File: src/spi/spi_peripheral.sv
`timescale 1ns/1ps

module spi_peripheral (
  input  logic       i_clk,
  input  logic       i_rst,
  input  logic       i_spi_clk,
  input  logic       i_spi_cs_n,
  input  logic       i_spi_copi,
  input  logic       i_tx_dv,
  input  logic [7:0] i_tx_byte,
  output logic       o_spi_cipo,
  output logic       o_rx_dv,
  output logic [7:0] o_rx_byte
);

  // two sync flops each, sck gets a third for edge detection
  logic [2:0] sck_sync;
  logic [1:0] cs_sync;
  logic [1:0] copi_sync;

  logic       cs_active;
  logic       sck_rise;
  logic       sck_fall;

  logic [2:0] bit_cnt;
  logic [6:0] rx_shift;
  logic [7:0] tx_buf;
  logic [7:0] tx_shift;

  assign cs_active = ~cs_sync[1];
  assign sck_rise  = cs_active & sck_sync[1] & ~sck_sync[2];
  assign sck_fall  = cs_active & ~sck_sync[1] & sck_sync[2];

  // at a slot boundary the MSB comes straight from the buffer,
  // so a byte loaded late in the gap still goes out whole
  assign o_spi_cipo = cs_active & ((bit_cnt == 3'd0) ? tx_buf[7] : tx_shift[7]);

  always_ff @(posedge i_clk)
  begin
    if (i_rst)
    begin
      sck_sync  <= 3'b000;
      cs_sync   <= 2'b11;
      copi_sync <= 2'b00;
    end
    else
    begin
      sck_sync  <= {sck_sync[1:0], i_spi_clk};
      cs_sync   <= {cs_sync[0], i_spi_cs_n};
      copi_sync <= {copi_sync[0], i_spi_copi};
    end
  end

  // receive side, sample on rising sck
  always_ff @(posedge i_clk)
  begin
    o_rx_dv <= 1'b0;
    if (i_rst || !cs_active)
    begin
      bit_cnt <= 3'd0;
    end
    else if (sck_rise)
    begin
      rx_shift <= {rx_shift[5:0], copi_sync[1]};
      bit_cnt  <= bit_cnt + 3'd1;
      if (bit_cnt == 3'd7)
      begin
        o_rx_dv   <= 1'b1;
        o_rx_byte <= {rx_shift, copi_sync[1]};
      end
    end
  end

  // transmit side, shift on falling sck
  always_ff @(posedge i_clk)
  begin
    if (i_rst || !cs_active)
    begin
      tx_buf   <= 8'h00;
      tx_shift <= 8'h00;
    end
    else
    begin
      if (sck_rise && bit_cnt == 3'd0)
      begin
        // slot start, an empty buffer sends zeros
        tx_shift <= tx_buf;
        tx_buf   <= 8'h00;
      end
      else if (sck_fall)
      begin
        tx_shift <= {tx_shift[6:0], 1'b0};
      end
      if (i_tx_dv)
        tx_buf <= i_tx_byte;
    end
  end

endmodule

File: config.mk
export PLATFORM = sky130hd
export DESIGN_NAME = spi_peripheral
export DESIGN_NICKNAME = d
export VERILOG_FILES = /design/src/spi/spi_peripheral.sv
export SDC_FILE = /design/constraint.sdc
export NUM_CORES = 1
export LEC_CHECK = 0
export ABC_AREA = 1
export BUFFER_PORTS_ARGS = -buffer_cell sky130_fd_sc_hd__buf_2
export CAP_MARGIN = 20
export CORE_MARGIN = 2
export CORE_UTILIZATION = 49
export CTS_CLUSTER_SIZE = 20
export DETAILED_ROUTE_END_ITERATION = 12
export GPL_ROUTABILITY_DRIVEN = 0
export PLACE_DENSITY = 0.73
export SLEW_MARGIN = 20
export SYNTH_ARGS = -nofsm -noshare
export SYNTH_HDL_FRONTEND = slang
export SYNTH_SLANG_ARGS = --single-unit
File: constraint.sdc
create_clock -name i_clk -period 1.55 [get_ports i_clk]
set_input_delay 0.155 -clock i_clk [delete_from_list [all_inputs] [get_ports i_clk]]
set_output_delay 0.155 -clock i_clk [all_outputs]
set_load 0.005 [all_outputs]
==> run summary <==
=========================================================================================
Result of the run                                                               completed
Final-report max-slew violation count                                                   0
Antenna violations before repair                                                        0
Number of buffers inserted by port buffering                                           23
Die height                                                                   61.4 microns
CTS Buf Count                                                                           5
Total power per unit cell area                                                982 mW/mm^2
Cell total after placement                                                            230
Final worst-path setup slack                                                    0.0850 ns
Vias per cell                                                                        4.82
Maximum frequency from static timing analysis                                   0.683 GHz
Global routing usage on met1                                                        0.172
Area growth from synthesis to layout                                                18.8%
Max Root-Sink Buffers                                                                   2
Non-filler instance count after layout                                                243
Final worst clock skew                                                          0.0174 ns
Critical setup path kind                                                     register to primary output
Core outline area                                                            0.00310 sq mm
Routed Wire Length                                                           2530 microns
# diodes                                                                                0
Post-synth net total                                                                  181
Yosys top cell by area                                                       sky130_fd_sc_hd__dfxtp_1
Final sum of negative setup slack                                                    0 ns
Remaining Overflow, GRT                                                                 0
Met2 GRT Util                                                                       0.271
Leak pwr                                                                         0.752 nW
Count of final setup violators                                                          0
Largest net degree at the start of global routing                                      22
Maximum vdd drop                                                               0.000676 V
Tcrit/Tclk final                                                                    0.945
Post-route standard cell area excluding fillers                              0.00192 sq mm
Transition time at the pin with the least slew margin                            0.248 ns
Via total after detailed routing                                                     1171
Slew margin rel.                                                                    0.835
Total clock sinks                                                                      42
Cell chosen for the clock root                                               sky130_fd_sc_hd__clkbuf_4
Total power                                                                       1.88 mW
Kind of path behind the tightest hold check                                  input pin to register
Layout filler cell count                                                              295
Wire length of the first global-routing pass                                 4190 microns
DRC marker count from the first detailed-route iteration                               17
Worst-path fanout max                                                                   3
Endpoint class of the critical path                                          primary output
Clock slew at reported path FFs                                                   0.12 ns
Detail Route Antenna Nets                                                               0
Die outline width                                                            61.4 microns
Number of top-level pins                                                               24
Endpoint arrival time on the critical path                                        1.31 ns
Area of the die                                                              0.00377 sq mm
Flop and latch count out of synthesis                                                  42
Endpoint required time on the critical path                                       1.39 ns
Critical Path Source Type                                                        register
Hold Violations, Final                                                                  0
Distinct cell type count after synthesis                                               21
Most repeated cell in the gate-level netlist after synthesis                 sky130_fd_sc_hd__nand2_1
Final min period                                                                  1.46 ns
DRC errors left                                                                         0
GRT Overall Usage                                                                   0.157
Ratio of cells with drive above 1 in the final layout                               0.281
Cells after synthesis                                                                 164
Hold Crit Depth                                                                         3
Most Crowded Layer GR                                                                met2
Worst-skew pair later-pin latency                                                 0.35 ns
Prevailing post-synth register cell                                          sky130_fd_sc_hd__dfxtp_1
DR pass1 iterations                                                                     4
Number of warnings reported in the yosys synthesis log                                  0
Area contributors post-synth                                                 sky130_fd_sc_hd__dfxtp_1 (34%), sky130_fd_sc_hd__edfxtp_1 (28%), sky130_fd_sc_hd__nand2_1 (6.7%), sky130_fd_sc_hd__a21oi_1 (5.6%), sky130_fd_sc_hd__nand3_1 (5.0%)
Total cell area at the placement stage                                       0.00178 sq mm
DP Worst Slack                                                                   0.205 ns
FF-to-FF path depth                                                                     5
Count of H-tree levels built during CTS                                                 2
CTS tree                                                                            built
Worst setup slack for register-to-register paths                                  0.15 ns
Proportion of register bits with asynchronous set or reset after synthesis              0
Net count reported at finish                                                          215
GRT met3 Usage                                                                     0.0567
Area of the mapped netlist                                                   0.00161 sq mm
Post-synth top area share                                                           0.335
Number of placement rows                                                               20
Number of enable flip-flop cells after synthesis                                       15
Number of global-route vias before repair                                            1030
Initial Util                                                                        0.520
Maxcap violations                                                                       0
Per-cell routed wire length                                                  10.4 microns
Leading cell types by count after synthesis                                  sky130_fd_sc_hd__nand2_1 (29), sky130_fd_sc_hd__dfxtp_1 (27), sky130_fd_sc_hd__a21oi_1 (18), sky130_fd_sc_hd__inv_1 (18), sky130_fd_sc_hd__nand3_1 (16)
Register area share after synthesis                                                 0.614
Synthesized area per cell                                                      9.83 sq um
Half-perimeter wire length after placement                                   1860 microns
=========================================================================================
## placed cells by master, fill, tap and decap left out
master / count
sky130_fd_sc_hd__inv_2: 4
sky130_fd_sc_hd__nand3_2: 3
sky130_fd_sc_hd__clkbuf_4: 5
sky130_fd_sc_hd__nand3_1: 16
sky130_fd_sc_hd__inv_4: 1
sky130_fd_sc_hd__buf_2: 23
sky130_fd_sc_hd__nor2_1: 8
sky130_fd_sc_hd__a21oi_1: 18
sky130_fd_sc_hd__buf_4: 5
sky130_fd_sc_hd__o21ai_0: 4
sky130_fd_sc_hd__nand3b_1: 1
sky130_fd_sc_hd__or2_2: 2
sky130_fd_sc_hd__dlygate4sd3_1: 3
sky130_fd_sc_hd__nor2_2: 3
sky130_fd_sc_hd__dfxtp_1: 25
sky130_fd_sc_hd__dfxtp_2: 2
sky130_fd_sc_hd__nand2_1: 28
sky130_fd_sc_hd__bufinv_16: 1
sky130_fd_sc_hd__nand2_2: 1
sky130_fd_sc_hd__edfxtp_1: 15
sky130_fd_sc_hd__nand4_1: 4
sky130_fd_sc_hd__clkbuf_1: 2
sky130_fd_sc_hd__ha_2: 1
sky130_fd_sc_hd__ha_1: 2
sky130_fd_sc_hd__nor2_4: 1
sky130_fd_sc_hd__nand2_4: 2
sky130_fd_sc_hd__nor3b_2: 1
sky130_fd_sc_hd__nor3b_1: 1
sky130_fd_sc_hd__inv_1: 16
sky130_fd_sc_hd__o21ai_2: 1
## critical path: stages, from the launching register on
cell and delay, ns:
sky130_fd_sc_hd__dfxtp_2 0.33, sky130_fd_sc_hd__inv_1 0.09, sky130_fd_sc_hd__ha_2 0.18, sky130_fd_sc_hd__nand2_2 0.08
sky130_fd_sc_hd__inv_4 0.07, sky130_fd_sc_hd__nor2_2 0.03, sky130_fd_sc_hd__nor2_1 0.08, sky130_fd_sc_hd__buf_2 0.11
## sequential cells by signal, indices dropped and copies added (netlist names)
signal / count
rx_shift: 7
o_rx_dv: 1
sck_sync: 3
tx_shift: 8
tx_buf: 8
o_rx_byte: 8
cs_sync: 2
bit_cnt: 3
copi_sync: 2
## metrics by stage
stage | util | hold slack, ns
4_1_cts | 0.608 | 0.0283
6_report | 0.617 | 0.0411
3_3_place_gp | 0.573 | 0.345
5_1_grt | 0.617 | 0.0396
3_5_place_dp | 0.573 | 0.345
2_1_floorplan | - | 0.226
## metal layers
metal / vias to the layer above / wire length [microns]
met3: 6 / 120
met5: - / 0
met1: 534 / 1070
li1: 607 / -
met4: 0 / 46
met2: 24 / 1290
## report_power, final
part / internal [mW] / switching, mW / total, mW
clock network: 0.342 / 0.321 / 0.663
logic: 0.0294 / 0.0363 / 0.0657
registers: 1.14 / 0.00750 / 1.15
## timing repair
action | CTS | global route
endpoints found under the setup margin | 1 | 1
pin swaps | 0 | 2
hold buffers | 3 | 0
resized for setup | 2 | 8
hold endpoints to repair | 3 | 0
setup buffers | 0 | 2
## path summary, 6_finish.rpt
kind,from,endpoint
worst max-delay path,bit_cnt[0]$_SDFFE_PP0P_,o_spi_cipo
worst min-delay path,i_tx_byte[4],tx_buf[4]$_SDFFE_PP0P_
worst max register to register,bit_cnt[0]$_SDFFE_PP0P_,o_rx_byte[7]$_DFFE_PP_
worst min register to register,copi_sync[0]$_SDFF_PP0_,copi_sync[1]$_SDFF_PP0_
## kinds of logic (layout without fill, tap and decap cells)
group                      Yosys count  count (layout)  synth area share
and+or+nand+nor                     71              71             0.223
DFF                                 42              42             0.614
buffers and inverters               25              60            0.0683
AOI/OAI and AO/OA                   23              23            0.0714
adders and majority gates            3               3            0.0233
## cell type report
| cell class | instances | area, sq um | share of cell area |
|---|---|---|---|
| clock buffers | 7 | 45.0 | 0.0235 |
| clock inverters | 1 | 30.0 | 0.0157 |
| inverters | 21 | 81.3 | 0.0425 |
| multi-input cells | 97 | 528 | 0.276 |
| flip-flops and latches | 42 | 993 | 0.519 |
| well taps | 44 | 55.1 | 0.0287 |
| repair buffers | 31 | 183 | 0.0954 |
Power figures use the tool's default switching activity.
