## src/common/nes_debug_pkg.sv

```systemverilog
package nes_debug_pkg;

  // command bytes, first byte of every frame
  localparam logic [7:0] CMD_READ_MEM    = 8'h01;
  localparam logic [7:0] CMD_WRITE_MEM   = 8'h02;
  localparam logic [7:0] CMD_READ_VALUE  = 8'h03;
  localparam logic [7:0] CMD_WRITE_VALUE = 8'h04;

  // debug value ids
  // bit 0 set releases the NES from reset
  localparam logic [15:0] VALUE_ID_NES_RUN  = 16'd0;
  // bit 0 picks the pool for memory commands
  localparam logic [15:0] VALUE_ID_MEM_POOL = 16'd1;

  // memory pools
  localparam logic POOL_PRG = 1'b0;
  localparam logic POOL_RAM = 1'b1;

  // pool address width
  localparam int ADDR_W_DEFAULT = 10;

  // bus direction levels
  localparam logic RW_READ  = 1'b1;
  localparam logic RW_WRITE = 1'b0;

endpackage

```

## src/hdl/debugger_values.sv

```systemverilog
`timescale 1ns/1ps

module debugger_values (
  input  logic        i_clk,
  input  logic        i_rst,
  input  logic        i_en,
  input  logic        i_wea,
  input  logic [15:0] i_id,
  input  logic [15:0] i_data,
  output logic [15:0] o_data,
  output logic        o_nes_reset_n,
  output logic        o_pool_sel
);

  logic run;
  logic pool;

  // NES stays in reset until the host sets the run bit
  assign o_nes_reset_n = run;
  assign o_pool_sel    = pool;

  always_ff @(posedge i_clk)
  begin
    if (i_rst)
    begin
      run    <= 1'b0;
      pool   <= nes_debug_pkg::POOL_PRG;
      o_data <= 16'h0000;
    end
    else if (i_en)
    begin
      if (i_wea)
      begin
        if (i_id == nes_debug_pkg::VALUE_ID_NES_RUN)
          run <= i_data[0];
        else if (i_id == nes_debug_pkg::VALUE_ID_MEM_POOL)
          pool <= i_data[0];
      end
      else
      begin
        // unknown ids read back as zero
        if (i_id == nes_debug_pkg::VALUE_ID_NES_RUN)
          o_data <= {15'd0, run};
        else if (i_id == nes_debug_pkg::VALUE_ID_MEM_POOL)
          o_data <= {15'd0, pool};
        else
          o_data <= 16'h0000;
      end
    end
  end

endmodule

```

## config.mk

```make
export PLATFORM = sky130hd
export DESIGN_NAME = debugger_values
export DESIGN_NICKNAME = d
export VERILOG_FILES = /design/src/common/nes_debug_pkg.sv /design/src/hdl/debugger_values.sv
export SDC_FILE = /design/constraint.sdc
export NUM_CORES = 1
export LEC_CHECK = 0
export BUFFER_PORTS_ARGS = -buffer_cell sky130_fd_sc_hd__buf_2
export CAP_MARGIN = 20
export CORE_AREA = 10 10 47 49
export CTS_CLUSTER_DIAMETER = 200
export DETAILED_ROUTE_END_ITERATION = 8
export DIE_AREA = 0 0 57 59
export GPL_TIMING_DRIVEN = 0
export PLACE_DENSITY = 0.73
export SYNTH_ARGS = -nofsm -noshare
export SYNTH_HDL_FRONTEND = slang
export SYNTH_SLANG_ARGS = --single-unit
```

## constraint.sdc

```tcl
create_clock -name i_clk -period 1.5 [get_ports i_clk]
set_input_delay 0 -clock i_clk [delete_from_list [all_inputs] [get_ports i_clk]]
set_output_delay 0 -clock i_clk [all_outputs]
set_load 0.05 [all_outputs]
```

==> results of run 1 <==
## worst max-delay path, delay by kind of cell, from the launching register on
| kind | cells | cell delay, ps |
|---|---|---|
| DFF | 1 | 350 |
| and+or+nand+nor | 1 | 320 |
| AOI/OAI and AO/OA | 1 | 120 |
| muxes | 1 | 80 |
## layout make-up
| type | count | area (um^2) |
|---|---|---|
| flip-flops and latches | 3 | 60.1 |
| inverters | 1 | 3.75 |
| clock buffers | 4 | 26.3 |
| fillers | 162 | 845 |
| well taps | 16 | 20.0 |
| repair buffers | 24 | 125 |
| multi-input cells | 33 | 209 |
| plain buffers | 15 | 113 |
## cells in the final DEF (no fill, tap or decap)
cell / Yosys / routed
buf_2: 0 / 23
buf_4: 15 / 15
conb_1: 1 / 15
nor4_2: 3 / 3
o21ai_0: 3 / 3
clkbuf_4: 0 / 3
dfxtp_1: 3 / 3
nand4_1: 2 / 2
a21oi_1: 2 / 2
nor4b_4: 1 / 1
nand2_1: 1 / 1
and4_2: 1 / 1
mux2i_1: 1 / 1
or3_1: 1 / 1
inv_1: 1 / 1
a21oi_2: 1 / 1
nand2b_1: 1 / 1
nand4b_1: 1 / 1
clkbuf_1: 0 / 1
dlygate4sd3_1: 0 / 1
## registers in the layout (all words and copies together) (netlist names)
register / flops
o_data: 1
o_nes_reset_n: 1
o_pool_sel: 1
## cell usage after synthesis
master | n | area, um^2
nand2b_1 | 1 | 6.26
dfxtp_1 | 3 | 60.1
inv_1 | 1 | 3.75
nor4b_4 | 1 | 23.8
nand2_1 | 1 | 3.75
nor4_2 | 3 | 37.5
or3_1 | 1 | 6.26
a21oi_1 | 2 | 10.0
buf_4 | 15 | 113
o21ai_0 | 3 | 15.0
and4_2 | 1 | 10.0
a21oi_2 | 1 | 8.76
nand4b_1 | 1 | 8.76
mux2i_1 | 1 | 10.0
nand4_1 | 2 | 12.5
conb_1 | 1 | 3.75
## layer usage
metal,vias to the layer above,track usage [%],part of all wire [%]
li1,189,-,-
met1,143,5.14,37
met2,22,9.61,48
met3,0,4.29,15
met4,0,4.70,0
met5,-,0,0
## cells by family (layout without fill, tap and decap cells)
logic type,Yosys count,after routing,synth area share [%]
mux,1,1,3.01
simple gates,11,11,32.7
flops,3,3,18.0
other cells,1,15,1.13
buf+inv,16,44,35.0
compound gates,6,6,10.1
## worst max-delay path by stage
stage	start	to	slack, ps	depth (start not counted)
2_1_floorplan	o_pool_sel$_SDFFE_PP0P_	o_data[0]$_SDFFE_PP0P_	260	3
3_3_place_gp	i_id[2]	o_data[0]$_SDFFE_PP0P_	350	5
6_report	o_pool_sel$_SDFFE_PP0P_	o_data[0]$_SDFFE_PP0P_	570	3
5_1_grt	i_id[9]	o_data[0]$_SDFFE_PP0P_	540	5
3_5_place_dp	i_id[2]	o_data[0]$_SDFFE_PP0P_	350	5
4_1_cts	o_pool_sel$_SDFFE_PP0P_	o_data[0]$_SDFFE_PP0P_	580	3
## stage by stage
step / hold WS [ps] / area, um^2 / worst slack (ps)
floorplan: 62.4 / 385 / 261
global placement: 195 / 520 / 350
detailed placement: 197 / 520 / 354
CTS: 49.8 / 557 / 577
global route: 62.6 / 557 / 538
finish: 60.1 / 557 / 574
## what timing repair did
| action | CTS | global route |
|---|---|---|
| gates resized for setup | 0 | 0 |
| hold buffers | 1 | 0 |
| hold endpoints to repair | 3 | 0 |
## power by group through the flow
stage / Combinational, W / Sequential (W) / Clock (W)
final: 0.000161 / 0.0000802 / 0.000141
after global routing: 0.000170 / 0.0000800 / 0.000156
after CTS: 0.000158 / 0.0000801 / 0.000151
after detailed placement: 0.000156 / 0.0000814 / 0
after global placement: 0.000155 / 0.0000814 / 0
after floorplan: 0.000120 / 0.0000814 / 0
==> metrics.md, run 1 <==
| Metric | Value |
|---|---|
| Worst EP required | 1670 ps |
| Reg clk slew, reported paths | 40 ps |
| Grt total ovfl | 0 |
| Die extent in y | 59 um |
| Sink Count | 3 |
| Setup TNS Final | 0 ps |
| Post-Synthesis Cells | 38 |
| PD cells | 686 nW/um^2 |
| Max VDD drop | 0.249 mV |
| Post-CTS setup buffer count | 0 |
| Reg-to-reg slack, setup | 570 ps |
| Max Slew Vio Count | 0 |
| Cell row count | 14 |
| R2R depth | 3 |
| Crit path DAT | 1090 ps |
| Largest net degree at the start of global routing | 7 |
| Endpoints failing setup | 0 |
| P_leak | 0.304 nW |
| Setup crit end kind | flop |
| Psw | 0.000149 W |
| Worst path slowest cell | dfxtp_1 |
| Crit path cell chain | mux2i_1, or3_1, a21oi_2 |
| Status | finished clean |
| Placed Instances | 91 |
| First-pass GRT wire length | 1640 um |
| Setup crit start kind | flop |
| Layout area overhead | 67.3% |
| Vias | 354 |
| Via/cell ratio | 3.69 |
| Tmin final | 926 ps |
| Root Driver | clkbuf_4 |
| GRT Resource Usage Total | 6.02% |
| Max clock buf depth | 2 |
| Core area | 1400 um^2 |
| Post-DRT Antenna Nets | 0 |
| Starting Density | 23.7% |
| Mean area per synthesized cell | 8.76 um^2 |
| Switch share | 39.0% |
| Yosys cell types | 16 |
| Detailed Route Iter0 Violations | 2 |
| Reg-to-Reg End | o_data[0]$_SDFFE_PP0P_ |
| Yosys reg bits | 3 |
| Clk_skew | 2.67 ps |
| Final Hold Viols | 0 |
| Diodes inserted | 0 |
| Detailed-route wire length per cell | 11.4 um |
| Period utilization | 61.7% |
| Residual DRC | 0 |
| Mapped Area | 333 um^2 |
| Max Cap Viol | 0 |
| Final cell count without fillers | 96 |
| Hold Crit Class | input pin to flop |
| Min-delay src | i_data[0] |
| Gate power share | 42.1% |
| Number of buffers created by CTS | 3 |
| Total Routed Length | 1100 um |
| Internal power | 0.000233 W |
| CP Max Fanout | 3 |
| Seq/Total Area, Yosys | 18.0% |
| Die Area | 3360 um^2 |
| Final Power | 0.000382 W |
| Worst Path Class, Setup | flop to flop |
| Clk_lat worst skew | 230 ps |
| Max incr delay on CP | 350 ps |
| Max Freq | 1.08 GHz |
| RSZ-0062 raised after global routing | false |
| Sequential share of power | 21.0% |
| IO buf count | 23 |
| GPL Wtd Cong | 0.769 |
| Die Width | 57 um |
| Clock network power share | 37.0% |
| Via count of the first global-routing pass | 407 |
| WHS Endpoint | o_pool_sel$_SDFFE_PP0P_ |
| Io pins | 54 |
| Net count, final | 117 |
| Post-layout util | 39.7% |
| Antenna violations before repair | 0 |
| Hold Path Stages | 3 |
| CTS tree | yes |
| R2r startpoint | o_pool_sel$_SDFFE_PP0P_ |
| Warnings, synthesis | 0 |
| CTS H-tree lvls | 1 |
| Share of post-route cells with drive strength above 1 | 58.8% |
| First-pass DRT Iterations | 4 |
(Power assumes the default switching activity.)
==> run 2, diff against run 1 <==
--- a/config.mk
+++ b/config.mk
@@ -7,10 +7,10 @@
 export LEC_CHECK = 0
 export BUFFER_PORTS_ARGS = -buffer_cell sky130_fd_sc_hd__buf_2
 export CAP_MARGIN = 20
-export CORE_AREA = 10 10 47 49
+export CORE_MARGIN = 10
+export CORE_UTILIZATION = 24
 export CTS_CLUSTER_DIAMETER = 200
 export DETAILED_ROUTE_END_ITERATION = 8
-export DIE_AREA = 0 0 57 59
 export GPL_TIMING_DRIVEN = 0
 export PLACE_DENSITY = 0.73
 export SYNTH_ARGS = -nofsm -noshare
==> constraint.sdc (replaced) <==
create_clock -name i_clk -period 0.8 [get_ports i_clk]
set_input_delay 0 -clock i_clk [delete_from_list [all_inputs] [get_ports i_clk]]
set_output_delay 0 -clock i_clk [all_outputs]
set_load 0.05 [all_outputs]
==> run 2 against run 1 <==
  * The run now ends with negative setup slack left
  * Clock power increased by 87%
  * Register-to-register slack worse by 670 ps
  * Wire length increased by 5.2%
  * Via count up 3.7%
  * First-iteration DRC count grew to 2.5 times the previous value
  * Count of clock-buffer cells in the layout is the same
  * Sequential power grew 80%
  * Setup slack worse by 670 ps
  * Critical path depth is the same
  * Critical path type unchanged
  * Critical endpoint unchanged
==> metrics.md, run 2 (synthesis results as in run 1) <==
| Metric | Value |
|---|---|
| Root Driver | clkbuf_4 |
| First-pass GRT wire length | 1850 um (+13%) |
| Detailed-route wire length per cell | 12.0 um (+5.2%) |
| Post-layout util | 47.8% (+8.1 points) |
| CP Max Fanout | 3 (unchanged) |
| Via count of the first global-routing pass | 451 (+11%) |
| Cell row count | 13 (-1) |
| Grt total ovfl | 0 (unchanged) |
| Diodes inserted | 0 (unchanged) |
| Worst path slowest cell | dfxtp_4 |
| Share of post-route cells with drive strength above 1 | 63.0% (+4.2 points) |
| Fill cells | 144 (-11%) |
| Worst path top cell family by delay | flip-flops |
| Largest net degree at the start of global routing | 7 (unchanged) |
| Gate power share | 44.6% (+2.5 points) |
| Psw | 0.000291 W (+95%) |
| Clock network power share | 35.9% (-1.1 points) |
| Clk_lat worst skew | 230 ps (about the same) |
| Sequential share of power | 19.5% (-1.5 points) |
| First-pass DRT Iterations | 4 (unchanged) |
| Max Cap Viol | 0 (unchanged) |
| Starting Density | 25.6% (+1.8 points) |
| R2r startpoint | o_pool_sel$_SDFFE_PP0P_ |
| Worst EP required | 960 ps (-710 ps) |
| Final Cell Area | 622 um^2 (+12%) |
| WHS Endpoint | o_pool_sel$_SDFFE_PP0P_ |
| GRT Resource Usage Total | 6.86% (+0.84 points) |
| Crit path cell chain | mux2i_1, or3_1, a21oi_2 |
| Max Slew Vio Count | 0 (unchanged) |
| Min-delay src | i_data[0] |
| Detailed Route Iter0 Violations | 5 (+3) |
| Setup crit end kind | flop |
| Max clock buf depth | 2 (unchanged) |
| Worst Path Class, Setup | flop to flop |
| Area occupied by multi-input gates | 235 um^2 (+13%) |
| Final cell count without fillers | 96 (unchanged) |
| Total Routed Length | 1160 um (+5.2%) |
| R2R depth | 3 (unchanged) |
| Net count, final | 118 (+0.85%) |
| Violated checks | negative setup slack |
| GPL Wtd Cong | 0.687 (-11%) |
| Reg clk slew, reported paths | 40 ps (about the same) |
| Switch share | 39.6% (+0.63 points) |
| DP Area | 528 um^2 (+1.4%) |
| Sink Count | 3 (unchanged) |
| Max Freq | 1.11 GHz (+2.8%) |
| Hold_ws | 53.1 ps (-7.00 ps) |
| Die Area | 3280 um^2 (-2.6%) |
| Hold Crit Class | input pin to flop |
| Antenna violations before repair | 0 (unchanged) |
| Max VDD drop | 0.375 mV (+50%) |
| Die extent in y | 57.2 um (-3.0%) |
| Residual DRC | 0 (unchanged) |
| Io pins | 54 (unchanged) |
| Post-DRT Antenna Nets | 0 (unchanged) |
| CTS H-tree lvls | 1 (unchanged) |
| Endpoints failing setup | 2 (+2) |
| Final Hold Viols | 0 (unchanged) |
| Via/cell ratio | 3.82 (+3.7%) |
| Vias | 367 (+3.7%) |
| Status | finished with violations |
| Period utilization | 113% (+51 points) |
| P_leak | 0.321 nW (+5.6%) |
| WP buf/inv | 0 (unchanged) |
| DP Wirelength | 994 um |
| Layout area overhead | 86.8% |
| Clk_skew | 3.59 ps (+0.917 ps) |
| Core area | 1300 um^2 (-7.1%) |
| Final Power | 0.000734 W (+92%) |
| Max incr delay on CP | 340 ps (about the same) |
| Reg-to-Reg End | o_data[0]$_SDFFE_PP0P_ |
| Final worst slack | -101 ps (-675 ps) |
| Reg-to-reg slack, setup | -100 ps (-670 ps) |
| Sequential Area | 68.8 um^2 (+15%) |
| Placed Instances | 90 (-1.1%) |
| RSZ-0062 raised after global routing | true |
| IO buf count | 23 (unchanged) |
| Tmin final | 901 ps (-25.3 ps) |
| Setup crit start kind | flop |
| PD cells | 1180 nW/um^2 (+72%) |
| Most frequent cells in the layout | buf_4 (18), buf_2 (18), conb_1 (15) |
| Hold Path Stages | 3 (unchanged) |
| Number of buffers created by CTS | 3 (unchanged) |
| Die Width | 57.2 um (+0.42%) |
| Internal power | 0.000443 W (+90%) |
| CTS tree | yes |
| Crit path DAT | 1060 ps (-30 ps) |
run 2: layout make-up:
class | instances | share of cell area [%]
inverters | 1 | 0.604
multi-input cells | 33 | 37.8
well taps | 15 | 3.02
flip-flops and latches | 3 | 11.1
plain buffers | 15 | 18.1
clock buffers | 4 | 4.23
repair buffers | 25 | 25.2
run 2: worst max path at each step:
stage,cells after the start,slack (ps),from,to
after global routing,3,-150,o_pool_sel$_SDFFE_PP0P_,o_data[0]$_SDFFE_PP0P_
after floorplan,3,-190,o_pool_sel$_SDFFE_PP0P_,o_data[0]$_SDFFE_PP0P_
after global placement,5,-350,i_id[9],o_data[0]$_SDFFE_PP0P_
after CTS,3,-100,o_pool_sel$_SDFFE_PP0P_,o_data[0]$_SDFFE_PP0P_
after detailed placement,5,-390,i_id[9],o_data[0]$_SDFFE_PP0P_
final,3,-100,o_pool_sel$_SDFFE_PP0P_,o_data[0]$_SDFFE_PP0P_
run 2: per-stage QoR:
stage | TNS, ps | setup slack [ps]
finish | -124 | -101
CTS | -150 | -102
detailed placement | -873 | -389
floorplan | -193 | -193
global route | -362 | -152
global placement | -721 | -354
run 2: power groups by stage:
stage	Combinational, W	Clock [W]	Sequential (W)
detailed placement	0.000293	0	0.000146
global placement	0.000289	0	0.000146
CTS	0.000307	0.000278	0.000143
finish	0.000327	0.000264	0.000144
global route	0.000345	0.000298	0.000143
floorplan	0.000225	0	0.000146
run 2: timing repair:
action / 4_1_cts / 5_1_grt
setup endpoints to repair: 5 / 4
setup buffers: 1 / 0
hold buffers: 1 / 0
hold endpoints to repair: 3 / 0
gates resized for setup: 5 / 6
pin swaps: 2 / 3
run 2: tightest hold or removal path: stages:
cell and delay [ps]:
buf_2 110, nand4_1 70, a21oi_1 60
run 2: routing by layer:
metal | track usage, % | routed length (um) | vias to the layer above
li1 | - | - | 191
met5 | 0 | 0 | -
met3 | 4.87 | 202 | 0
met1 | 5.64 | 365 | 152
met2 | 11.3 | 587 | 24
met4 | 5.03 | 0 | 0
