<file path="src/common/nes_debug_pkg.sv">
package nes_debug_pkg;

  // command bytes, first byte of every frame
  localparam logic [7:0] CMD_READ_MEM    = 8'h01;
  localparam logic [7:0] CMD_WRITE_MEM   = 8'h02;
  localparam logic [7:0] CMD_READ_VALUE  = 8'h03;
  localparam logic [7:0] CMD_WRITE_VALUE = 8'h04;

  // debug value ids
  // bit 0 set releases the NES from reset
  localparam logic [15:0] VALUE_ID_NES_RUN  = 16'd0;
  // bit 0 picks the pool for memory commands
  localparam logic [15:0] VALUE_ID_MEM_POOL = 16'd1;

  // memory pools
  localparam logic POOL_PRG = 1'b0;
  localparam logic POOL_RAM = 1'b1;

  // pool address width
  localparam int ADDR_W_DEFAULT = 10;

  // bus direction levels
  localparam logic RW_READ  = 1'b1;
  localparam logic RW_WRITE = 1'b0;

endpackage

</file>
<file path="src/debugger/nes_debugger.sv">
`timescale 1ns/1ps

module nes_debugger (
  input  logic        i_clk,
  input  logic        i_rst,
  input  logic        i_spi_cs_n,
  input  logic        i_rx_dv,
  input  logic [7:0]  i_rx_byte,
  input  logic        i_pool_sel,
  input  logic        i_mem_dv_prg,
  input  logic [7:0]  i_mem_data_prg,
  input  logic        i_mem_dv_ram,
  input  logic [7:0]  i_mem_data_ram,
  input  logic [15:0] i_value_data,
  output logic        o_tx_dv,
  output logic [7:0]  o_tx_byte,
  output logic        o_mem_en_prg,
  output logic        o_mem_en_ram,
  output logic        o_mem_rw,
  output logic [15:0] o_mem_address,
  output logic [7:0]  o_mem_data,
  output logic        o_value_en,
  output logic        o_value_wea,
  output logic [15:0] o_value_id,
  output logic [15:0] o_value_data
);

  typedef enum logic [3:0] {
    S_CMD, S_ADDR_LO, S_ADDR_HI, S_CNT_LO, S_CNT_HI, S_MEM_READ, S_MEM_WRITE,
    S_ID_LO, S_ID_HI, S_DATA_LO, S_DATA_HI, S_VALUE_RESP, S_DONE
  } state_t;

  state_t      state;
  logic [7:0]  cmd;
  logic [15:0] count;
  logic [15:0] count_rx;
  logic        pool;
  logic        mem_en;
  logic        mem_dv;
  logic [7:0]  mem_rdata;
  logic        value_rd_wait;
  logic [7:0]  value_hi;
  logic [1:0]  cs_sync;

  // pool is latched with the command byte and steers the whole frame
  assign mem_dv       = (pool == nes_debug_pkg::POOL_RAM) ? i_mem_dv_ram : i_mem_dv_prg;
  assign mem_rdata    = (pool == nes_debug_pkg::POOL_RAM) ? i_mem_data_ram : i_mem_data_prg;
  assign o_mem_en_prg = mem_en & (pool == nes_debug_pkg::POOL_PRG);
  assign o_mem_en_ram = mem_en & (pool == nes_debug_pkg::POOL_RAM);
  assign count_rx     = {i_rx_byte, count[7:0]};

  always_ff @(posedge i_clk)
  begin
    cs_sync       <= {cs_sync[0], i_spi_cs_n};
    mem_en        <= 1'b0;
    o_tx_dv       <= 1'b0;
    o_value_en    <= 1'b0;
    // value read data shows up the cycle after en
    value_rd_wait <= o_value_en & ~o_value_wea;

    if (i_rst || cs_sync[1])
    begin
      // cs high ends the frame
      state         <= S_CMD;
      count         <= 16'd0;
      value_rd_wait <= 1'b0;
    end
    else
    begin
      if (mem_dv)
      begin
        o_mem_address <= o_mem_address + 16'd1;
        if (o_mem_rw == nes_debug_pkg::RW_READ)
        begin
          o_tx_dv   <= 1'b1;
          o_tx_byte <= mem_rdata;
        end
      end

      if (value_rd_wait)
      begin
        o_tx_dv   <= 1'b1;
        o_tx_byte <= i_value_data[7:0];
        value_hi  <= i_value_data[15:8];
      end

      if (i_rx_dv)
      begin
        case (state)
          S_CMD:
          begin
            cmd  <= i_rx_byte;
            pool <= i_pool_sel;
            if (i_rx_byte == nes_debug_pkg::CMD_READ_MEM ||
                i_rx_byte == nes_debug_pkg::CMD_WRITE_MEM)
              state <= S_ADDR_LO;
            else if (i_rx_byte == nes_debug_pkg::CMD_READ_VALUE ||
                     i_rx_byte == nes_debug_pkg::CMD_WRITE_VALUE)
              state <= S_ID_LO;
            else
              state <= S_DONE;
          end
          S_ADDR_LO:
          begin
            o_mem_address[7:0] <= i_rx_byte;
            state              <= S_ADDR_HI;
          end
          S_ADDR_HI:
          begin
            o_mem_address[15:8] <= i_rx_byte;
            state               <= S_CNT_LO;
          end
          S_CNT_LO:
          begin
            count[7:0] <= i_rx_byte;
            state      <= S_CNT_HI;
          end
          S_CNT_HI:
          begin
            if (count_rx == 16'd0)
            begin
              state <= S_DONE;
            end
            else if (cmd == nes_debug_pkg::CMD_READ_MEM)
            begin
              // first byte fetched now, ready for slot 5
              mem_en   <= 1'b1;
              o_mem_rw <= nes_debug_pkg::RW_READ;
              count    <= count_rx - 16'd1;
              state    <= S_MEM_READ;
            end
            else
            begin
              count <= count_rx;
              state <= S_MEM_WRITE;
            end
          end
          S_MEM_READ:
          begin
            if (count == 16'd0)
            begin
              state <= S_DONE;
            end
            else
            begin
              mem_en   <= 1'b1;
              o_mem_rw <= nes_debug_pkg::RW_READ;
              count    <= count - 16'd1;
            end
          end
          S_MEM_WRITE:
          begin
            mem_en     <= 1'b1;
            o_mem_rw   <= nes_debug_pkg::RW_WRITE;
            o_mem_data <= i_rx_byte;
            count      <= count - 16'd1;
            if (count == 16'd1)
              state <= S_DONE;
          end
          S_ID_LO:
          begin
            o_value_id[7:0] <= i_rx_byte;
            state           <= S_ID_HI;
          end
          S_ID_HI:
          begin
            o_value_id[15:8] <= i_rx_byte;
            if (cmd == nes_debug_pkg::CMD_READ_VALUE)
            begin
              o_value_en  <= 1'b1;
              o_value_wea <= 1'b0;
              state       <= S_VALUE_RESP;
            end
            else
            begin
              state <= S_DATA_LO;
            end
          end
          S_DATA_LO:
          begin
            o_value_data[7:0] <= i_rx_byte;
            state             <= S_DATA_HI;
          end
          S_DATA_HI:
          begin
            o_value_data[15:8] <= i_rx_byte;
            o_value_en         <= 1'b1;
            o_value_wea        <= 1'b1;
            state              <= S_DONE;
          end
          S_VALUE_RESP:
          begin
            // high byte goes out in slot 4
            o_tx_dv   <= 1'b1;
            o_tx_byte <= value_hi;
            state     <= S_DONE;
          end
          default:
          begin
            state <= S_DONE;
          end
        endcase
      end
    end
  end

endmodule

</file>
<file path="config.mk">
export PLATFORM = sky130hd
export DESIGN_NAME = nes_debugger
export DESIGN_NICKNAME = d
export VERILOG_FILES = /design/src/common/nes_debug_pkg.sv /design/src/debugger/nes_debugger.sv
export SDC_FILE = /design/constraint.sdc
export NUM_CORES = 1
export LEC_CHECK = 0
export BUFFER_PORTS_ARGS = -buffer_cell sky130_fd_sc_hd__buf_2
export CORE_MARGIN = 1.5
export CORE_UTILIZATION = 28
export CTS_BUF_LIST = sky130_fd_sc_hd__clkbuf_16
export CTS_CLUSTER_DIAMETER = 120
export DETAILED_ROUTE_END_ITERATION = 10
export PLACE_DENSITY_LB_ADDON = 0.05
export SYNTH_ARGS = -nofsm -noshare
export SYNTH_HDL_FRONTEND = slang
export SYNTH_SLANG_ARGS = --single-unit
export TNS_END_PERCENT = 20
</file>
<file path="constraint.sdc">
create_clock -name i_clk -period 3.6 [get_ports i_clk]
set_clock_uncertainty 0.05 [all_clocks]
set_input_delay 0.18 -clock i_clk [delete_from_list [all_inputs] [get_ports i_clk]]
set_output_delay 0.18 -clock i_clk [all_outputs]
set_load 0.005 [all_outputs]
</file>
==> results of run 1 <==
layout make-up:
type,count,area share (%)
sequential,109,46.6
multi-input combinational,347,32.5
timing repair buffer,132,11.2
tap,229,4.44
clock buffer,9,3.49
clock inverter,7,1.16
inverter,9,0.523
state kept, by name, indices dropped and copies added (netlist names), 2 cells and up:
| name | cells |
|---|---|
| o_mem_data | 8 |
| count | 16 |
| cs_sync | 2 |
| state | 4 |
| o_value_data | 16 |
| o_value_id | 16 |
| o_mem_address | 16 |
| o_tx_byte | 8 |
| value_hi | 8 |
| cmd | 8 |
kinds of logic after synthesis:
group,synth area share (%)
AO/OA/AOI/OAI,15.5
XOR/XNOR,4.16
adder cells (fa/ha/maj),0.950
buffers and inverters,3.06
flip-flops,57.2
multiplexers,1.92
AND/OR/NAND/NOR,17.2
cells in the mapped netlist (2+ instances only):
| library cell | instances |
|---|---|
| o31ai_1 | 6 |
| a21o_1 | 3 |
| o211ai_1 | 6 |
| nor2_1 | 68 |
| xor2_1 | 11 |
| nor3_1 | 14 |
| and3_1 | 6 |
| nand2_1 | 30 |
| or2b_2 | 2 |
| nand3_1 | 12 |
| inv_1 | 8 |
| o21ai_0 | 22 |
| nand4_1 | 7 |
| a31oi_1 | 4 |
| and2_1 | 7 |
| a211oi_1 | 14 |
| nor3b_1 | 2 |
| and4b_1 | 2 |
| or2_2 | 3 |
| edfxtp_1 | 83 |
| ha_1 | 4 |
| nand2b_1 | 2 |
| xnor2_1 | 14 |
| clkbuf_1 | 23 |
| or4_4 | 2 |
| nor2b_1 | 4 |
| nor4_1 | 9 |
| or3_1 | 3 |
| dfxtp_1 | 26 |
| a21oi_1 | 54 |
| mux2i_1 | 9 |
| a32o_1 | 3 |
| buf_6 | 2 |
layer usage:
metal	vias up	part of all wire, %	wire, um
met3	19	3.5	530
met1	1981	48	7110
met4	0	1.7	260
met5	-	0	0
li1	2061	-	-
met2	91	47	7060
worst paths after layout:
check,startpoint,endpoint,slack [ps],depth (start not counted)
max,cmd[5]$_DFFE_PP_,count[3]$_SDFFE_PP0P_,950,6
min,i_value_data[5],o_tx_byte[5]$_DFFE_PN_,140,3
max reg2reg,cmd[5]$_DFFE_PP_,count[3]$_SDFFE_PP0P_,950,6
min reg2reg,cs_sync[0]$_DFF_P_,cs_sync[1]$_DFF_P_,280,0
worst max-delay path, stage by stage (launching register included):
cell and delay, ps:
edfxtp_1 360, nor4_1 630, nand4b_2 390, o21a_1 290, or3_4 440, a211oi_1 270
nor3_1 70
repair_timing:
item / CTS / global route
hold buffers: 10 / 0
buffers inserted: 0 / 0
hold endpoints to repair: 10 / 0
power groups by stage:
stage                     clock network (mW)  registers (mW)  logic (mW)
after floorplan                            0            1.42       0.140
after global placement                     0            1.43       0.231
after detailed placement                   0            1.43       0.231
after CTS                               1.05            1.40       0.241
after global routing                    1.09            1.41       0.268
final                                   1.02            1.40       0.237
per-stage QoR:
step                power [mW]  worst slack, ps  util [%]  instance area, um2
floorplan                 1.56              962         -                5270
global placement          1.66              952      33.3                6060
detailed placement        1.66              870      33.3                6060
CTS                       2.69              935      35.5                6460
global route              2.77              650      35.5                6460
finish                    2.66              954      35.5                6460
==> results.md, run 1 <==
- Max-slew violation count: 0
- CTS tree: built
- Vias: 4152
- Post-synth EDFFs: 83
- Yosys top cell area share: ~47%
- DR vias/cell: 4.93
- Commonest non-fill, non-tap cell in the layout: buf_2
- Synthesis Warnings: 0
- Post-DP HPWL: approximately 10 mm
- Hold Path Class: primary input to flip-flop
- Port Buf Inserts: 116
- Fin crit period: 2650 ps
- Synth unique cells: 60
- Row count: 49
- GR peak layer: met2
- CTS resizes: 0
- Vias in the first global route: 4198
- Cell-internal power: 1.97 mW
- WHS: between 100 and 150 ps
- Switching pwr: 0.689 mW
- Highest-count cells in the layout ignoring fill and taps: 116 x buf_2, 83 x edfxtp_1, 68 x nor2_1
- Syn-to-layout area delta: 22.6%
- Final setup violation count: 0
- DP Cell Count: between 800 and 900
- Yosys reg bits: 109
- Clock Power Share: 38.3%
- GP Congestion: roughly 0.76
- First-pass GRT wire length: 23.4 mm
- Combinational Power Share: 8.9%
- Layout Nets: 659
- First-pass detailed-route iteration total: 4
- Avg Inst Size Synth: 10.7 um2
- Die area: 0.0196 mm2
- Num CTS Buffers: 9
- Seq/Total Area, Yosys: 57.2%
- Worst EP required: 3790 ps
- Core Box Area: roughly 0.018 mm2
- Initial antenna violation count: 0
- Die Ht: 140 um
- Run status: finished, final reports clean
- Switching portion of total power: 25.9%
- Total gr overflow: 0
- Critical path capture point type: flip-flop
- Largest net degree at the start of global routing: 24
- Initial Utilization: 28.9%
- Synth top area cells: edfxtp_1 47%, dfxtp_1 9.9%, a21oi_1 5.1%, nor2_1 4.8%, xnor2_1 2.3%
- RSZ-0062 raised after global routing: false
- CP Max Fanout: 11
- Met3 GRT Util: 2.74%
- Routing usage on met2: between 20% and 30%
- Layout filler cell count: 1837
- Area leader, netlist: edfxtp_1
- Max H-tree Level: 3
- Layout cell share with drive strength beyond 1: around a quarter
- Ratio of final minimum period to clock period: 73.5%
- Clk pin slew, worst setup/hold paths: 80 ps
- Synth async-reset ratio: 0%
- Post-DR wirelength/cell: 17.8 um
- Synth Instances: 492
- Max cap viols: 0
- Fin cells: 842
- DRT antenna net count: 0
- Clock Sinks: 109
- PwrDens: 412 mW/mm2
- Startpoint types: flip-flop
- LEAKAGE: 2.39 nW
- # diodes: 0
- Fmax: ~380 MHz
- Multi-input logic area: 0.00210 mm2
- Setup tns final: 0 ps
- Slew @ Worst Pin: 946 ps
- Critical path arrival: ~2800 ps
- Worst VDD drop: 0.205 mV
- Mapped Area: ~0.0053 mm2
- Clk buf depth: 2
- # DRC: 0
- Worst skew pair latency: approximately 370 ps
- Crit path kind: flip-flop to flip-flop
- I/O Pins: about 120
- Register share of total power: 52.7%
- DRT iter0 DRCs: 187
- Syn nets: 543
- Die W: approximately 140 um
- Final Hold Viols: 0
- Met1 GRT Util: 20.0%
- Final wirelength: approximately 15 mm
- Overall global routing resource usage: 15.5%
- Ys flop type: edfxtp_1
- Clk root buf: clkbuf_16
- Sequential Area: 0.00301 mm2
- Rel. slew slack: 36.5%
Power figures use the tool's default switching activity.
==> run 2: changes to the inputs <==
--- a/config.mk
+++ b/config.mk
@@ -5,6 +5,7 @@
 export SDC_FILE = /design/constraint.sdc
 export NUM_CORES = 1
 export LEC_CHECK = 0
+export ABC_AREA = 1
 export BUFFER_PORTS_ARGS = -buffer_cell sky130_fd_sc_hd__buf_2
 export CORE_MARGIN = 1.5
 export CORE_UTILIZATION = 28
==> constraint.sdc (replaced) <==
create_clock -name i_clk -period 2.3 [get_ports i_clk]
set_clock_uncertainty 0.05 [all_clocks]
set_input_delay 0.115 -clock i_clk [delete_from_list [all_inputs] [get_ports i_clk]]
set_output_delay 0.115 -clock i_clk [all_outputs]
set_load 0.005 [all_outputs]
==> run 2 against run 1 <==
  * Via count grew 23%
  * Die area grew 7.0%
  * Worst hold slack lost 97 ps
  * Wire length grew 14%
==> results.md, run 2 <==
- Port Buf Inserts: about 120
- Layout filler cell count: 2050
- First-pass detailed-route iteration total: 4
- Die W: 145 um
- DR vias/cell: 4.51
- Worst setup margin: 338 ps
- Sequential Area: between 0.003 and 0.004 mm2
- Synth unique cells: 31
- Commonest non-fill, non-tap cell in the layout: nand2_1
- Critical path arrival: 2020 ps
- Crit path kind: flip-flop to flip-flop
- Synth top area cells: edfxtp_1 44%, nand2_1 13%, nor2_1 9.4%, dfxtp_1 9.2%, nand3_1 5.9%
- Avg Inst Size Synth: 7.96 um2
- Final wirelength: 17.1 mm
- Synth Instances: 709
- Ratio of final minimum period to clock period: 85.3%
- I/O Pins: roughly 120
- Worst EP required: 2360 ps
- Clk root buf: clkbuf_16
- Num CTS Buffers: 9
- Post-DP HPWL: 12.9 mm
- PwrDens: about 600 mW/mm2
- Fmax: 510 MHz
- Seq/Total Area, Yosys: 53.4%
- Setup tns final: 0 ps
- Initial antenna violation count: 0
- Max cap viols: 0
- CTS tree: built
- Dpl ws: roughly 280 ps
- Max-slew violation count: 0
- Die Ht: 145 um
- Clk buf depth: 2
- Vias in the first global route: 4844
- Worst VDD drop: around 0.35 mV
- Max H-tree Level: 3
- Largest net degree at the start of global routing: 23
- Hold Path Class: primary input to flip-flop
- Final Hold Viols: 0
- GP Congestion: 0.873
- WHS: between 40 and 50 ps
- Syn-to-layout area delta: 25.7%
- Clock Sinks: 109
- # diodes: 0
- Largest delay share family, worst path: simple AND/OR/NAND/NOR gates
- Fin cells: 1130
- Die area: between 0.02 and 0.025 mm2
- Met1 GRT Util: 22.2%
- Multi-input logic area: 0.00225 mm2
- DP Cell Count: 1104
- Routing usage on met2: 26.1%
- Run status: finished, final reports clean
- Synth async-reset ratio: 0%
- Final setup violation count: 0
- Buf+Inv Stages, Crit Path: 3
- Total power: about 4.3 mW
- Crit path cell chain: inv_1, nor2_1, inv_1, nor3_4, inv_1, nand2_1, nor2_1, o21ai_0, nand3_1
- Synthesis Warnings: 0
- Rel. slew slack: 60.0%
- Row count: 51
- Util after Layout: 36.2%
- Area leader, netlist: edfxtp_1
- Post-DR wirelength/cell: ~15 um
- LEAKAGE: 3.18 nW
- Startpoint types: flip-flop
- Yosys reg bits: 109
- Met3 GRT Util: 2.67%
- Overall global routing resource usage: around 16%
- DRT antenna net count: 0
- Yosys top cell area share: 44.1%
- Mapped Area: 0.00565 mm2
- Clk pin slew, worst setup/hold paths: 80 ps
- Most common cell in the netlist: nand2_1
- Critical-path top delay cell: dfxtp_1
- Crit-path most repeated cell: inv_1
- CP Max Fanout: 11
- # DRC: 0
- First-pass GRT wire length: about 27 mm
- Syn nets: 760
- Layout Nets: 911
- Synth top cells by count: 188 x nand2_1, 141 x nor2_1, 83 x edfxtp_1
- Ys flop type: edfxtp_1
- DRT iter0 DRCs: 344
- Highest-count cells in the layout ignoring fill and taps: 188 x nand2_1, 140 x nor2_1, 116 x buf_2
- Layout cell share with drive strength beyond 1: about a fifth
- Core Box Area: 0.0196 mm2
- Vias: 5097
- Postcts setup bufs: 0
- Max incr delay on CP: 340 ps
- Placed cell area: about 0.0067 mm2
- Initial Utilization: between 20 and 30%
- Final instance area: 0.00710 mm2
- Fin crit period: 1960 ps
- Total gr overflow: 0
- GR peak layer: met2
- Critical path capture point type: flip-flop
- RSZ-0062 raised after global routing: false
- Worst skew pair latency: 370 ps
- Post-synth EDFFs: a little over 80
- Slew @ Worst Pin: approximately 600 ps
[run 2: kinds of logic after synthesis]
family                     share of synthesized area (%)
and+or+nand+nor                                     32.2
DFF                                                 53.4
buffers and inverters                               6.85
AOI/OAI and AO/OA                                   5.63
xor gates and xnor gates                            1.09
adders and majority gates                          0.887
[run 2: layout make-up]
| cell class | count | share of cell area, % |
|---|---|---|
| sequential | 109 | 42.5 |
| multi-input combinational | 505 | 31.8 |
| timing repair buffer | 153 | 12.4 |
| tap | 265 | 4.67 |
| inverter | 82 | 4.34 |
| clock buffer | 9 | 3.17 |
| clock inverter | 7 | 1.15 |
[run 2: per-layer routing]
layer	vias to the layer above	wire (um)
met2	113	7730
met3	20	628
met5	-	0
li1	2617	-
met1	2347	8370
met4	0	328
[run 2: what timing repair did]
| item | CTS | global route |
|---|---|---|
| endpoints found under the setup margin | 0 | 2 |
| hold buffers | 10 | 0 |
| gates resized for setup | 0 | 1 |
| hold endpoints to repair | 10 | 0 |
[run 2: tightest hold or removal path, cell delays in order]
cell	delay (ps)
buf_2	80
nand3_1	70
nand3_1	80
[run 2: worst paths after layout]
path | startpoint | endpoint | slack, ps | depth (start not counted)
worst max register to register | state[3]$_SDFFE_PP0P_ | o_tx_byte[5]$_DFFE_PN_ | 340 | 9
worst min-delay path | i_value_data[2] | o_tx_byte[2]$_DFFE_PN_ | 50 | 3
worst max-delay path | state[3]$_SDFFE_PP0P_ | o_tx_byte[5]$_DFFE_PN_ | 340 | 9
worst min register to register | cs_sync[0]$_DFF_P_ | cs_sync[1]$_DFF_P_ | 290 | 0
[run 2: power by group]
group          switching [mW]  total [mW]  leakage [nW]  internal (mW)
Sequential             0.0303        2.18         0.967           2.15
Combinational           0.284       0.448          2.06          0.164
Clock                   0.790        1.65         0.148          0.864
